[src/pool_defs.svh]
`ifndef POOL_DEFS_SVH
`define POOL_DEFS_SVH

// Channels carried by every pixel of the feature map.
`define POOL_CHANNELS 4

// Width of one activation in bits.
`define POOL_ACTIV_BITS 8

// Input map size in pixels. Both values must be even for 2x2 pooling.
`define POOL_MAP_WIDTH 8
`define POOL_MAP_HEIGHT 4

`endif

[src/pool_pkg.sv]
`default_nettype none

`include "pool_defs.svh"

package pool_pkg;

    typedef logic [`POOL_ACTIV_BITS-1:0] activ_t;         // After ReLU.
    typedef logic signed [`POOL_ACTIV_BITS-1:0] sactiv_t; // As it arrives.

    // One raw input pixel, channel 0 in the low bits.
    typedef struct packed {
        sactiv_t [`POOL_CHANNELS-1:0] ch;
    } raw_pixel_t;

    typedef struct packed {
        activ_t [`POOL_CHANNELS-1:0] ch;
    } pixel_t;

    // The last bit marks the final pooled pixel of a map.
    typedef struct packed {
        logic   last;
        pixel_t pix;
    } pooled_t;

    // Index into the line buffer of pair maxima, one entry per pooled column.
    localparam int POOL_IDX_BITS =
        ($clog2(`POOL_MAP_WIDTH / 2) > 0) ? $clog2(`POOL_MAP_WIDTH / 2) : 1;

    typedef logic [POOL_IDX_BITS-1:0] buf_idx_t;

endpackage

`default_nettype wire

[src/stream_reg.sv]
`timescale 1ns/1ps
`default_nettype none

// One-entry valid/ready register. A full entry that drains in the same
// cycle is refilled at once, so transfers can run every cycle.
module stream_reg #(
    parameter type payload_t = logic
) (
    input  wire logic     clk,
    input  wire logic     rst_n,

    input  wire logic     in_valid,
    output logic          in_ready,
    input  wire payload_t in_data,

    output logic          out_valid,
    input  wire logic     out_ready,
    output payload_t      out_data
);

    logic     full;
    payload_t data_q;

    assign in_ready  = !full || out_ready;
    assign out_valid = full;
    assign out_data  = data_q;

    always_ff @(posedge clk or negedge rst_n) begin
        if (!rst_n) begin
            full <= 1'b0;
        end else if (in_valid && in_ready) begin
            full <= 1'b1;
        end else if (out_ready) begin
            full <= 1'b0;  // Drained with nothing behind it.
        end
    end

    always_ff @(posedge clk) begin
        if (in_valid && in_ready) begin
            data_q <= in_data;
        end
    end

endmodule

`default_nettype wire

[src/relu_clamp.sv]
`timescale 1ns/1ps
`default_nettype none

`include "pool_defs.svh"

// Per-channel ReLU. Negative activations become zero, the rest pass
// unchanged, and the result is unsigned from here on.
module relu_clamp (
    input  wire pool_pkg::raw_pixel_t in_pixel,
    output pool_pkg::pixel_t          out_pixel
);

    import pool_pkg::*;

    genvar c;

    generate
        for (c = 0; c < `POOL_CHANNELS; c++) begin : g_ch
            sactiv_t s;

            assign s = in_pixel.ch[c];

            // A set sign bit marks a negative activation.
            assign out_pixel.ch[c] = s[`POOL_ACTIV_BITS-1] ? '0 : activ_t'(s);
        end
    endgenerate

endmodule

`default_nettype wire

[src/pool_ctrl.sv]
`timescale 1ns/1ps
`default_nettype none

`include "pool_defs.svh"

// Raster position of the pixel held at the input, and the phase strobes
// that follow from it.
module pool_ctrl (
    input  wire logic           clk,
    input  wire logic           rst_n,

    input  wire logic           pix_valid,
    input  wire logic           out_ready,

    output logic                take,
    output logic                hold_pair,
    output logic                write_row,
    output logic                emit,
    output logic                last,
    output pool_pkg::buf_idx_t  col_index
);

    import pool_pkg::*;

    localparam int COL_BITS = $clog2(`POOL_MAP_WIDTH);
    localparam int ROW_BITS = $clog2(`POOL_MAP_HEIGHT);

    logic [COL_BITS-1:0] col;
    logic [ROW_BITS-1:0] row;
    logic                col_last;
    logic                row_last;
    logic                odd_col;
    logic                odd_row;
    logic                emit_phase;

    assign col_last = (col == COL_BITS'(`POOL_MAP_WIDTH - 1));
    assign row_last = (row == ROW_BITS'(`POOL_MAP_HEIGHT - 1));
    assign odd_col  = col[0];
    assign odd_row  = row[0];

    // Bottom-right pixel of a 2x2 window.
    assign emit_phase = odd_row && odd_col;

    // Only an emit needs room downstream. Every other phase consumes at once.
    assign take = pix_valid && (!emit_phase || out_ready);

    assign hold_pair = take && !odd_col;
    assign write_row = take && !odd_row && odd_col;

    // Offered whenever the window is complete. out_reg decides the transfer.
    assign emit = pix_valid && emit_phase;
    assign last = emit_phase && col_last && row_last;

    assign col_index = buf_idx_t'(col >> 1);

    always_ff @(posedge clk or negedge rst_n) begin
        if (!rst_n) begin
            col <= '0;
            row <= '0;
        end else if (take) begin
            if (col_last) begin
                col <= '0;
                if (row_last) begin
                    row <= '0;  // Next map follows directly.
                end else begin
                    row <= row + 1'b1;
                end
            end else begin
                col <= col + 1'b1;
            end
        end
    end

endmodule

`default_nettype wire

[src/row_max_buffer.sv]
`timescale 1ns/1ps
`default_nettype none

`include "pool_defs.svh"

// Holds the horizontal pair maxima of the even row until the odd row
// below reaches the same pooled column.
module row_max_buffer (
    input  wire logic               clk,
    input  wire logic               rst_n,

    input  wire logic               write_en,
    input  wire pool_pkg::buf_idx_t index,
    input  wire pool_pkg::pixel_t   wr_pixel,
    output pool_pkg::pixel_t        rd_pixel
);

    import pool_pkg::*;

    localparam int DEPTH = `POOL_MAP_WIDTH / 2;

    pixel_t mem [DEPTH];

    always_ff @(posedge clk or negedge rst_n) begin
        if (!rst_n) begin
            for (int i = 0; i < DEPTH; i++) begin
                mem[i] <= '0;
            end
        end else if (write_en) begin
            mem[index] <= wr_pixel;
        end
    end

    // Read is combinational so the window closes in the cycle of its last pixel.
    assign rd_pixel = mem[index];

endmodule

`default_nettype wire

[src/window_max.sv]
`timescale 1ns/1ps
`default_nettype none

`include "pool_defs.svh"

// Left pixel of the current pair, plus the two compare stages of the window.
module window_max (
    input  wire logic             clk,
    input  wire logic             rst_n,

    input  wire logic             hold,
    input  wire pool_pkg::pixel_t cur_pixel,
    input  wire pool_pkg::pixel_t above_pixel,
    output pool_pkg::pixel_t      pair_max,
    output pool_pkg::pixel_t      window_max
);

    import pool_pkg::*;

    pixel_t left_q;

    always_ff @(posedge clk or negedge rst_n) begin
        if (!rst_n) begin
            left_q <= '0;
        end else if (hold) begin
            left_q <= cur_pixel;
        end
    end

    always_comb begin
        for (int c = 0; c < `POOL_CHANNELS; c++) begin
            pair_max.ch[c] = (cur_pixel.ch[c] > left_q.ch[c]) ? cur_pixel.ch[c]
                                                               : left_q.ch[c];
        end
    end

    // The upper pair was reduced a row earlier and waits in the line buffer.
    always_comb begin
        for (int c = 0; c < `POOL_CHANNELS; c++) begin
            window_max.ch[c] = (above_pixel.ch[c] > pair_max.ch[c]) ? above_pixel.ch[c]
                                                                    : pair_max.ch[c];
        end
    end

endmodule

`default_nettype wire

[src/pool_top.sv]
`timescale 1ns/1ps
`default_nettype none

// ReLU and 2x2 stride-2 max pooling on a raster stream of pixels.
module pool_top (
    input  wire logic                 clk,
    input  wire logic                 rst_n,

    input  wire logic                 in_valid,
    output logic                      in_ready,
    input  wire pool_pkg::raw_pixel_t in_data,

    output logic                      out_valid,
    input  wire logic                 out_ready,
    output pool_pkg::pooled_t         out_data
);

    import pool_pkg::*;

    logic       pix_valid;
    raw_pixel_t raw_pix;
    pixel_t     relu_pix;
    logic       take;
    logic       hold_pair;
    logic       write_row;
    logic       emit;
    logic       last;
    logic       emit_ready;
    buf_idx_t   col_index;
    pixel_t     above_max;
    pixel_t     pair_max;
    pixel_t     win_max;
    pooled_t    pooled;

    assign pooled.last = last;
    assign pooled.pix  = win_max;

    stream_reg #(.payload_t(raw_pixel_t)) in_reg (
        .clk       (clk),
        .rst_n     (rst_n),
        .in_valid  (in_valid),
        .in_ready  (in_ready),
        .in_data   (in_data),
        .out_valid (pix_valid),
        .out_ready (take),
        .out_data  (raw_pix)
    );

    relu_clamp u_relu (
        .in_pixel  (raw_pix),
        .out_pixel (relu_pix)
    );

    pool_ctrl u_ctrl (
        .clk       (clk),
        .rst_n     (rst_n),
        .pix_valid (pix_valid),
        .out_ready (emit_ready),
        .take      (take),
        .hold_pair (hold_pair),
        .write_row (write_row),
        .emit      (emit),
        .last      (last),
        .col_index (col_index)
    );

    row_max_buffer u_row_buf (
        .clk      (clk),
        .rst_n    (rst_n),
        .write_en (write_row),
        .index    (col_index),
        .wr_pixel (pair_max),
        .rd_pixel (above_max)
    );

    window_max u_win (
        .clk         (clk),
        .rst_n       (rst_n),
        .hold        (hold_pair),
        .cur_pixel   (relu_pix),
        .above_pixel (above_max),
        .pair_max    (pair_max),
        .window_max  (win_max)
    );

    stream_reg #(.payload_t(pooled_t)) out_reg (
        .clk       (clk),
        .rst_n     (rst_n),
        .in_valid  (emit),
        .in_ready  (emit_ready),
        .in_data   (pooled),
        .out_valid (out_valid),
        .out_ready (out_ready),
        .out_data  (out_data)
    );

endmodule

`default_nettype wire

[config.mk]
export PLATFORM = sky130hd
export DESIGN_NAME = pool_top
export DESIGN_NICKNAME = d
export VERILOG_FILES = /design/src/pool_pkg.sv /design/src/stream_reg.sv /design/src/relu_clamp.sv /design/src/pool_ctrl.sv /design/src/row_max_buffer.sv /design/src/window_max.sv /design/src/pool_top.sv
export VERILOG_INCLUDE_DIRS = /design/src /design/src/src
export SDC_FILE = /design/constraint.sdc
export NUM_CORES = 1
export LEC_CHECK = 0
export BUFFER_PORTS_ARGS = -buffer_cell sky130_fd_sc_hd__buf_2
export CAP_MARGIN = 20
export CORE_MARGIN = 8
export CORE_UTILIZATION = 35
export CTS_CLUSTER_DIAMETER = 100
export DETAILED_ROUTE_END_ITERATION = 16
export PLACE_DENSITY_LB_ADDON = 0.15
export SYNTH_ARGS = -nofsm -noshare
export SYNTH_HDL_FRONTEND = slang
export SYNTH_SLANG_ARGS = --single-unit
[constraint.sdc]
create_clock -name clk -period 4.8 [get_ports clk]
set_input_delay 0.72 -clock clk [delete_from_list [all_inputs] [get_ports clk]]
set_output_delay 0.72 -clock clk [all_outputs]
set_load 0.005 [all_outputs]
---- After elaboration in Yosys (flattened, before gate mapping) ----
Cells that the tools add are included.
operators by class
  $add $sub $neg .......................... 2
  magnitude comparators ................... 10
  eq/ne operators ......................... 2
  multiplexer cells ....................... 24
  bitwise gates (word level) .............. 1
  reductions and logical operators ........ 22
operators with widths
  cell                                                         number
  bitwise mux 128 bit                                          1
  2-to-1 mux 32 bit                                            3
  binary-select mux 32 bit (select 2 bit)                      1
  demux 32 bit (select 2 bit)                                  1
  2-to-1 mux 8 bit                                             8
  greater-than comparator 7 x 8 -> 1 bit                       4
  greater-than comparator 8 bit                                4
  2-to-1 mux 7 bit                                             4
  logical AND 1 bit                                            11
  logical NOT 1 bit                                            5
  2-to-1 mux 1 bit                                             4
  nonzero test 2 bit                                           2
  adder 3 x 1 -> 3 bit (second input constant)                 1
  == test 3 bit (second input constant)                        1
  >= comparator 3 bit (second input constant)                  1
  logical OR 1 bit                                             3
  less-than comparator 3 x 1 -> 1 bit (second input constant)  1
  2-to-1 mux 3 bit                                             1
  NOT 2 -> 3 bit                                               1
  adder 2 x 1 -> 2 bit (second input constant)                 1
  == test 2 bit (second input constant)                        1
  2-to-1 mux 2 bit                                             1
  AND reduction 2 bit                                          1
word-level totals
  register bits after elaboration ......... 232

---- Longest topological paths before layout ----
Gate-level depths: netlist of the first run.
  depth in word-level cells ............... 7
  gate-level depth with buffers ........... 18

---- Modules after synthesis ----
A second synthesis of the first run with hierarchy kept.
unflattened totals
  cells, all modules ...................... 963
  area, all modules ....................... 12139.1 um^2
by module, submodules not included
  module                 times used  cells an instance  area each (um^2)  seq. area each (um^2)
  row_max_buffer         1           312                5561.6            3203.1
  window_max             1           514                3990.1            800.8
  stream_reg at out_reg  1           37                 1044.8            1016.0
  stream_reg at in_reg   1           36                 1014.7            985.9
  pool_ctrl              1           31                 319.1             125.1
  relu_clamp             1           33                 209.0             0.0

---- Worst setup path before layout of the first run ----
Ideal clock, no wire load.
  kind .................................... register -> register
  start point ............................. register in_reg.data_q, in the netlist in_reg.out_data[23]
  end point ............................... register out_reg.data_q, in the netlist out_reg.out_data[16] (data pin)
  library setup time ...................... 0.275 ns
  arrival ................................. 3.322 ns
  setup slack ............................. 1.202 ns
  cell stages (with the launch flop) ...... 19
  period minus slack after synthesis ...... 3.598 ns
  path through ............................ edfxtp_1 -> inv_1 -> nand2_1 -> inv_1 -> ha_1 -> and4_1 -> buf_2 -> and2_1 -> buf_2 -> o31ai_1 -> a21oi_1 -> and2_1 -> ha_1 -> a21o_1 -> a21oi_1 -> nor2b_1 -> buf_1 -> a21o_1 -> a31oi_1
RTL lines
  element                 RTL line          text
  from (decl)             stream_reg.sv:22  payload_t data_q;
  from (signal assigned)  stream_reg.sv:40  data_q <= in_data;
  to (signal assigned)    stream_reg.sv:40
  to (decl)               stream_reg.sv:22

==> impl_metrics.json, run 1 <==
{
  "routed_via_density": 5.36,
  "num_io_pins": 71,
  "multiInputGateArea_um2": 4970,
  "max_freq_ghz": 0.235,
  "drt-wirelength-per-cell_um": 18.4,
  "syn_area_um2": 10900,
  "utilization_pct": 41.6,
  "rsz0062_at_grt": "false",
  "yosysWarningCount": 0,
  "fin_cells": 1542,
  "synthCells": 1055,
  "grtUsageTotal_pct": 15.5,
  "overflow": 0,
  "drc": 0,
  "core-area_um2": 30700,
  "critical_path_depth": 15,
  "cts_tree": "done",
  "path_class": "reg2reg",
  "ant_nets": 0,
  "slowest_stage": "nor2b_1",
  "hold_viol_final": 0,
  "yosysSeqAreaShare_pct": 50.4,
  "critPathLaunchType": "flip-flop",
  "grt_pass1_vias": 8454,
  "grt_max_degree": 65,
  "grt_pass1_wl_um": 46800,
  "drive_gt1_share_pct": 16.5,
  "ir_drop_v": 0.000267,
  "met3_length_um": 1050,
  "vias": 8260,
  "outcome": "finished, final reports clean",
  "ys_types": 48,
  "r2r-start": "in_reg.out_data[23]",
  "fillers": 2987,
  "drt-pass1-iter-count": 5,
  "worst_slew_pin_slew_ps": 1050,
  "critPathTopFamily": "compound AO/OA/AOI/OAI gates",
  "antenna_cells": 0,
  "die_x_um": 193,
  "critPathCaptureType": "flip-flop",
  "drt_iter0_markers": 421,
  "nets": 1220,
  "final-setup-viol-count": 0,
  "io_buffer_count": 66,
  "hpwl_um": 18700,
  "synth_area_leader_cell": "dfrtp_1",
  "hold_buffers": 0,
  "synth_area_leaders": "dfrtp_1, edfxtp_1, ha_1",
  "ys_seq_elements": 208,
  "worstPathBufferInverterCount": 2,
  "die_y_um": 193,
  "post-cts-setup-buffer-count": 0,
  "synth-main-ff-cell": "dfrtp_1",
  "cp_max_fo": 8,
  "leakage_uw": 0.00546,
  "synth_edf_count": 61,
  "highest_layer": "met4",
  "place_congestion": 0.802,
  "r2r_setup_slack_ps": 550,
  "worstSetupEndpoint": "out_reg.out_data[20]",
  "path_clk_slew_ps": 60,
  "p_total_uw": 9670,
  "dieArea_um2": 37200,
  "slew_headroom_pct": 29.7,
  "ff2ff_path_depth": 15,
  "r2r-end": "out_reg.out_data[20]",
  "max_stage_delay_ps": 470,
  "cts.repair.resized": 0,
  "hold_ws_ps": 193,
  "syn_area_per_cell_um2": 10.4,
  "wl_met1_um": 13300,
  "root_buffer": "clkbuf_16",
  "slew_violations": 0,
  "hold_class": "in2async",
  "antenna_found_initial": 0,
  "fin_skew_ps": 7.33,
  "min_period_ps": 4250,
  "drv_cap": 0,
  "finalSetupTns_ps": 0,
  "cts_buffers": 27,
  "areaGrowthSynthToFinish_pct": 16.6,
  "synthArstFlopShare_pct": 70.7,
  "insertion_delay_ps": 520,
  "power_density_nw_per_um2": 758,
  "crit_chain": "inv_1 -> nand2_1 -> inv_1 -> ha_1 -> nor2b_1 -> o211a_1 -> o21ai_1 -> nand3_1 -> and2_1 -> ha_1 -> a21o_1 -> a21oi_1 -> nor2b_1 -> a21o_1 -> a31oi_1",
  "start_util_pct": 35.7,
  "routed_wl_um": 28400,
  "post-route-period-util_pct": 88.5,
  "max-clock-path-buffers": 3,
  "clkSinkCount": 208,
  "cp.arrival_ps": 4480,
  "wl_met2_um": 13600,
  "seq_area_um2": 5510,
  "cts_max_level": 1,
  "critPathRequiredTime_ps": 5030,
  "placed_cells": 1487,
  "cp-startpoint": "in_reg.out_data[23]",
  "yosys.area.top_type_share_pct": 33.6,
  "rows": 64
}
==> routing by layer <==
metal	track usage, %	vias up
met3	2.39	36
met1	21.0	4065
met2	25.8	134
met5	0	-
li1	-	4025
met4	3.70	0
==> synthesized netlist by cell type (11+ instances only) <==
cell type  number
dfrtp_1       147
a211oi_1       22
a31oi_1       108
buf_2          23
a21oi_1        59
nand2_1        69
nor2_1        142
mux4_2         28
nand3_1        50
and2_1         23
edfxtp_1       61
ha_1           58
o21ai_0        34
nand2b_1       11
a21o_1         16
clkbuf_1       18
o31ai_1        21
nor2b_1        17
inv_1          59
==> state kept, by name, summed over array words and instances, names as in the netlist <==
signal,flops
out_reg.out_valid,1
u_ctrl.col,3
u_row_buf.mem,112
u_ctrl.row,2
in_reg.out_valid,1
in_reg.out_data,32
u_win.left_q,28
out_reg.out_data,29
==> how the worst min path moves through the flow <==
stage          slack, ps                from  cells after the start                 end
4_1_cts              210               rst_n                      1    u_win.left_q[26]
5_1_grt              220               rst_n                      1    u_win.left_q[26]
6_report             190               rst_n                      1    u_win.left_q[26]
2_1_floorplan        420               rst_n                      0    in_reg.out_valid
3_5_place_dp         470   u_row_buf.mem[25]                      2   u_row_buf.mem[25]
3_3_place_gp         460  u_row_buf.mem[121]                      2  u_row_buf.mem[121]
==> power by group <==
| group | internal [µW] | switching (µW) | total (µW) |
|---|---|---|---|
| Sequential | 2690 | 400 | 3090 |
| Clock | 1300 | 758 | 2060 |
| Combinational | 2010 | 2510 | 4520 |
==> cell usage in the layout (no fill, tap or decap), drive strengths merged, types with 17 or more instances in the layout <==
master,n
ha,58
mux4,28
nand3,50
a21oi,62
clkbuf,42
o31ai,21
inv,59
and2,23
nor2,142
edfxtp,61
a211oi,27
a31oi,108
dfrtp,147
o21ai,40
buf,95
nand2,69
nor2b,17
==> worst register-to-register path, cell delays in order (launching register included) <==
cell and delay [ps]:
edfxtp_1 360, inv_1 210, nand2_1 140, inv_1 100, ha_1 250, nor2b_1 140, o211a_1 210, o21ai_1 420
nand3_1 320, and2_1 250, ha_1 310, a21o_1 160, a21oi_1 160, nor2b_1 470, a21o_1 320, a31oi_1 140
==> metrics by stage <==
step                      setup WS (ps)  area, µm²
final                               551      12800
after global routing                275      12800
after CTS                           551      12600
after detailed placement            594      11700
after global placement              564      11700
after floorplan                    1200      10900
==> cell type report <==
class                   instances  area share [%]
well taps                     396            3.88
flip-flops and latches        208            43.2
clock buffers                  42            6.30
inverters                      59            1.74
repair buffers                 95            5.01
clock inverters                 7           0.863
multi-input cells             735            39.0
==> cells by family (layout without fill, tap and decap cells) <==
logic type               count (synthesis)  after routing  synth area share [%]
buffers and inverters                  115            203                  4.46
AO/OA/AOI/OAI                          304            304                  18.2
other                                    1              4                0.0343
flip-flops                             208            208                  50.4
multiplexers                            32             32                  6.16
adder cells (fa/ha/maj)                 60             60                  6.83
AND/OR/NAND/NOR                        335            335                  13.9
Note: power is estimated with default switching activity, not from simulation.
==> run 2: changes to the inputs <==
--- a/config.mk
+++ b/config.mk
@@ -8,8 +8,9 @@
 export LEC_CHECK = 0
 export BUFFER_PORTS_ARGS = -buffer_cell sky130_fd_sc_hd__buf_2
 export CAP_MARGIN = 20
-export CORE_MARGIN = 8
+export CORE_MARGIN = 3
 export CORE_UTILIZATION = 35
+export CTS_BUF_LIST = sky130_fd_sc_hd__clkbuf_8
 export CTS_CLUSTER_DIAMETER = 100
 export DETAILED_ROUTE_END_ITERATION = 16
 export PLACE_DENSITY_LB_ADDON = 0.15
==> run 2 against run 1 <==
Sequential power about the same. Global-route usage up 0.94 points. Clock skew grew 7.5 ps. Flip-flop and latch count unchanged. Utilization shrank 0.58 points. Critical endpoint is now out_reg.out_data[21]. Non-clock buffer count decreased by 1. Critical path depth unchanged. Design area is 1.4% lower. Routed wire length shrank 3.6%. Die area shrank 10%. Setup slack improved by 41 ps. Maximum frequency rose by 0.97%.
==> impl_metrics.json, run 2 (synthesis results as in run 1) <==
{
  "post-route-period-util_pct": 87.7,
  "root_buffer": "clkbuf_8",
  "grt_pass1_vias": 8419,
  "cts_buffers": 39,
  "rsz0062_at_grt": "false",
  "slew_headroom_pct": 28.5,
  "max_freq_ghz": 0.238,
  "path_class": "reg2reg",
  "num_io_pins": 71,
  "drt-wirelength-per-cell_um": 17.5,
  "fin_skew_ps": 14.8,
  "drt-pass1-iter-count": 5,
  "hold_buffers": 0,
  "die_x_um": 183,
  "routed_via_density": 5.30,
  "power_density_nw_per_um2": 735,
  "drc": 0,
  "final-setup-viol-count": 0,
  "die_y_um": 183,
  "worst_slew_pin_slew_ps": 1070,
  "cts_tree": "done",
  "outcome": "finished, final reports clean",
  "largest_register_ffs": 112,
  "hpwl_um": 17800,
  "place_congestion": 0.801,
  "antenna_found_initial": 0,
  "cts_max_level": 2,
  "start_util_pct": 35.7,
  "critPathCaptureType": "flip-flop",
  "hold_viol_final": 0,
  "rows": 64,
  "path_clk_slew_ps": 60,
  "antenna_cells": 0,
  "cp_max_fo": 14,
  "critPathLaunchType": "flip-flop",
  "drive_gt1_share_pct": 16.9,
  "hold_class": "in2async",
  "dieArea_um2": 33400,
  "vias": 8282,
  "crit_chain": "inv_1 -> nand2_1 -> inv_1 -> ha_1 -> a21o_1 -> a21oi_2 -> o31ai_1 -> a21oi_1 -> and2_1 -> ha_1 -> a21o_1 -> a21oi_1 -> nor2b_1 -> a21o_1 -> a31oi_1",
  "grt_max_degree": 104,
  "core-area_um2": 30700,
  "max_stage_delay_ps": 500,
  "max-clock-path-buffers": 3,
  "finalSetupTns_ps": 0,
  "post-cts-setup-buffer-count": 0,
  "critPathRequiredTime_ps": 5040,
  "ant_nets": 0,
  "slew_violations": 0,
  "io_buffer_count": 66,
  "cpMostUsedCell": "a21o_1",
  "drt_iter0_markers": 481,
  "insertion_delay_ps": 530,
  "grtUsageTotal_pct": 16.5,
  "cp.arrival_ps": 4450,
  "slowest_stage": "a21oi_2",
  "drv_cap": 0,
  "top_register": "u_row_buf.mem",
  "final_common_cell": "dfrtp_1",
  "grt_pass1_wl_um": 44800,
  "hold_ws_ps": 131,
  "overflow": 0,
  "ir_drop_v": 0.000256,
  "leakage_uw": 0.00546,
  "areaGrowthSynthToFinish_pct": 15.0,
  "min_period_ps": 4210,
  "routed_wl_um": 27400,
  "nets": 1231,
  "cts.repair.resized": 0,
  "final_cell_mix": "dfrtp_1, nor2_1, a31oi_1",
  "clkSinkCount": 208
}
run 2: final cells by class:
type                            count  area, µm²
Fill cell                        3021      18100
Multi-Input combinational cell    735       4970
Tap cell                          396        495
Sequential cell                   208       5510
Timing Repair Buffer               94        652
Inverter                           59        221
Clock buffer                       45        619
Clock inverter                     26        103
run 2: worst paths after layout:
kind	startpoint	to	slack [ps]	depth (start not counted)
worst max-delay path	in_reg.out_data[23]	out_reg.out_data[21]	590	15
worst min-delay path	rst_n	u_win.left_q[25]	130	1
worst max register to register	in_reg.out_data[23]	out_reg.out_data[21]	590	15
worst min register to register	u_row_buf.mem[25]	u_row_buf.mem[25]	480	2
max in group asynchronous	rst_n	u_row_buf.mem[50]	3920	2
min in group clk	in_data[1]	in_reg.out_data[1]	350	1
run 2: per-layer routing:
layer	vias up	track usage, %	part of all wire (%)
li1	4050	-	-
met2	168	27.0	47
met3	45	2.80	4.0
met5	-	0	0
met4	0	4.42	1.9
met1	4019	22.8	48
run 2: stage by stage:
stage	worst slack (ps)	cell area [µm²]	power (µW)	cells	utilization, %
floorplan	1200	10900	6410	1058	-
global placement	577	11700	7610	1486	38.2
detailed placement	588	11700	7630	1486	38.2
CTS	576	12400	9300	1557	40.6
global route	217	12600	10100	1563	41.0
finish	592	12600	9240	1563	41.0
run 2: where the power goes:
| group | switching, µW | total [µW] | internal, µW |
|---|---|---|---|
| registers | 417 | 3100 | 2690 |
| logic | 2530 | 4540 | 2010 |
| clock network | 751 | 1600 | 851 |
run 2: worst max-delay path, delay by kind of cell, from the launching register on:
| kind | cells | cell delay (ps) |
|---|---|---|
| buffers and inverters | 2 | 280 |
| and+or+nand+nor | 3 | 780 |
| AOI/OAI and AO/OA | 8 | 2030 |
| DFF | 1 | 350 |
| adders and majority gates | 2 | 490 |
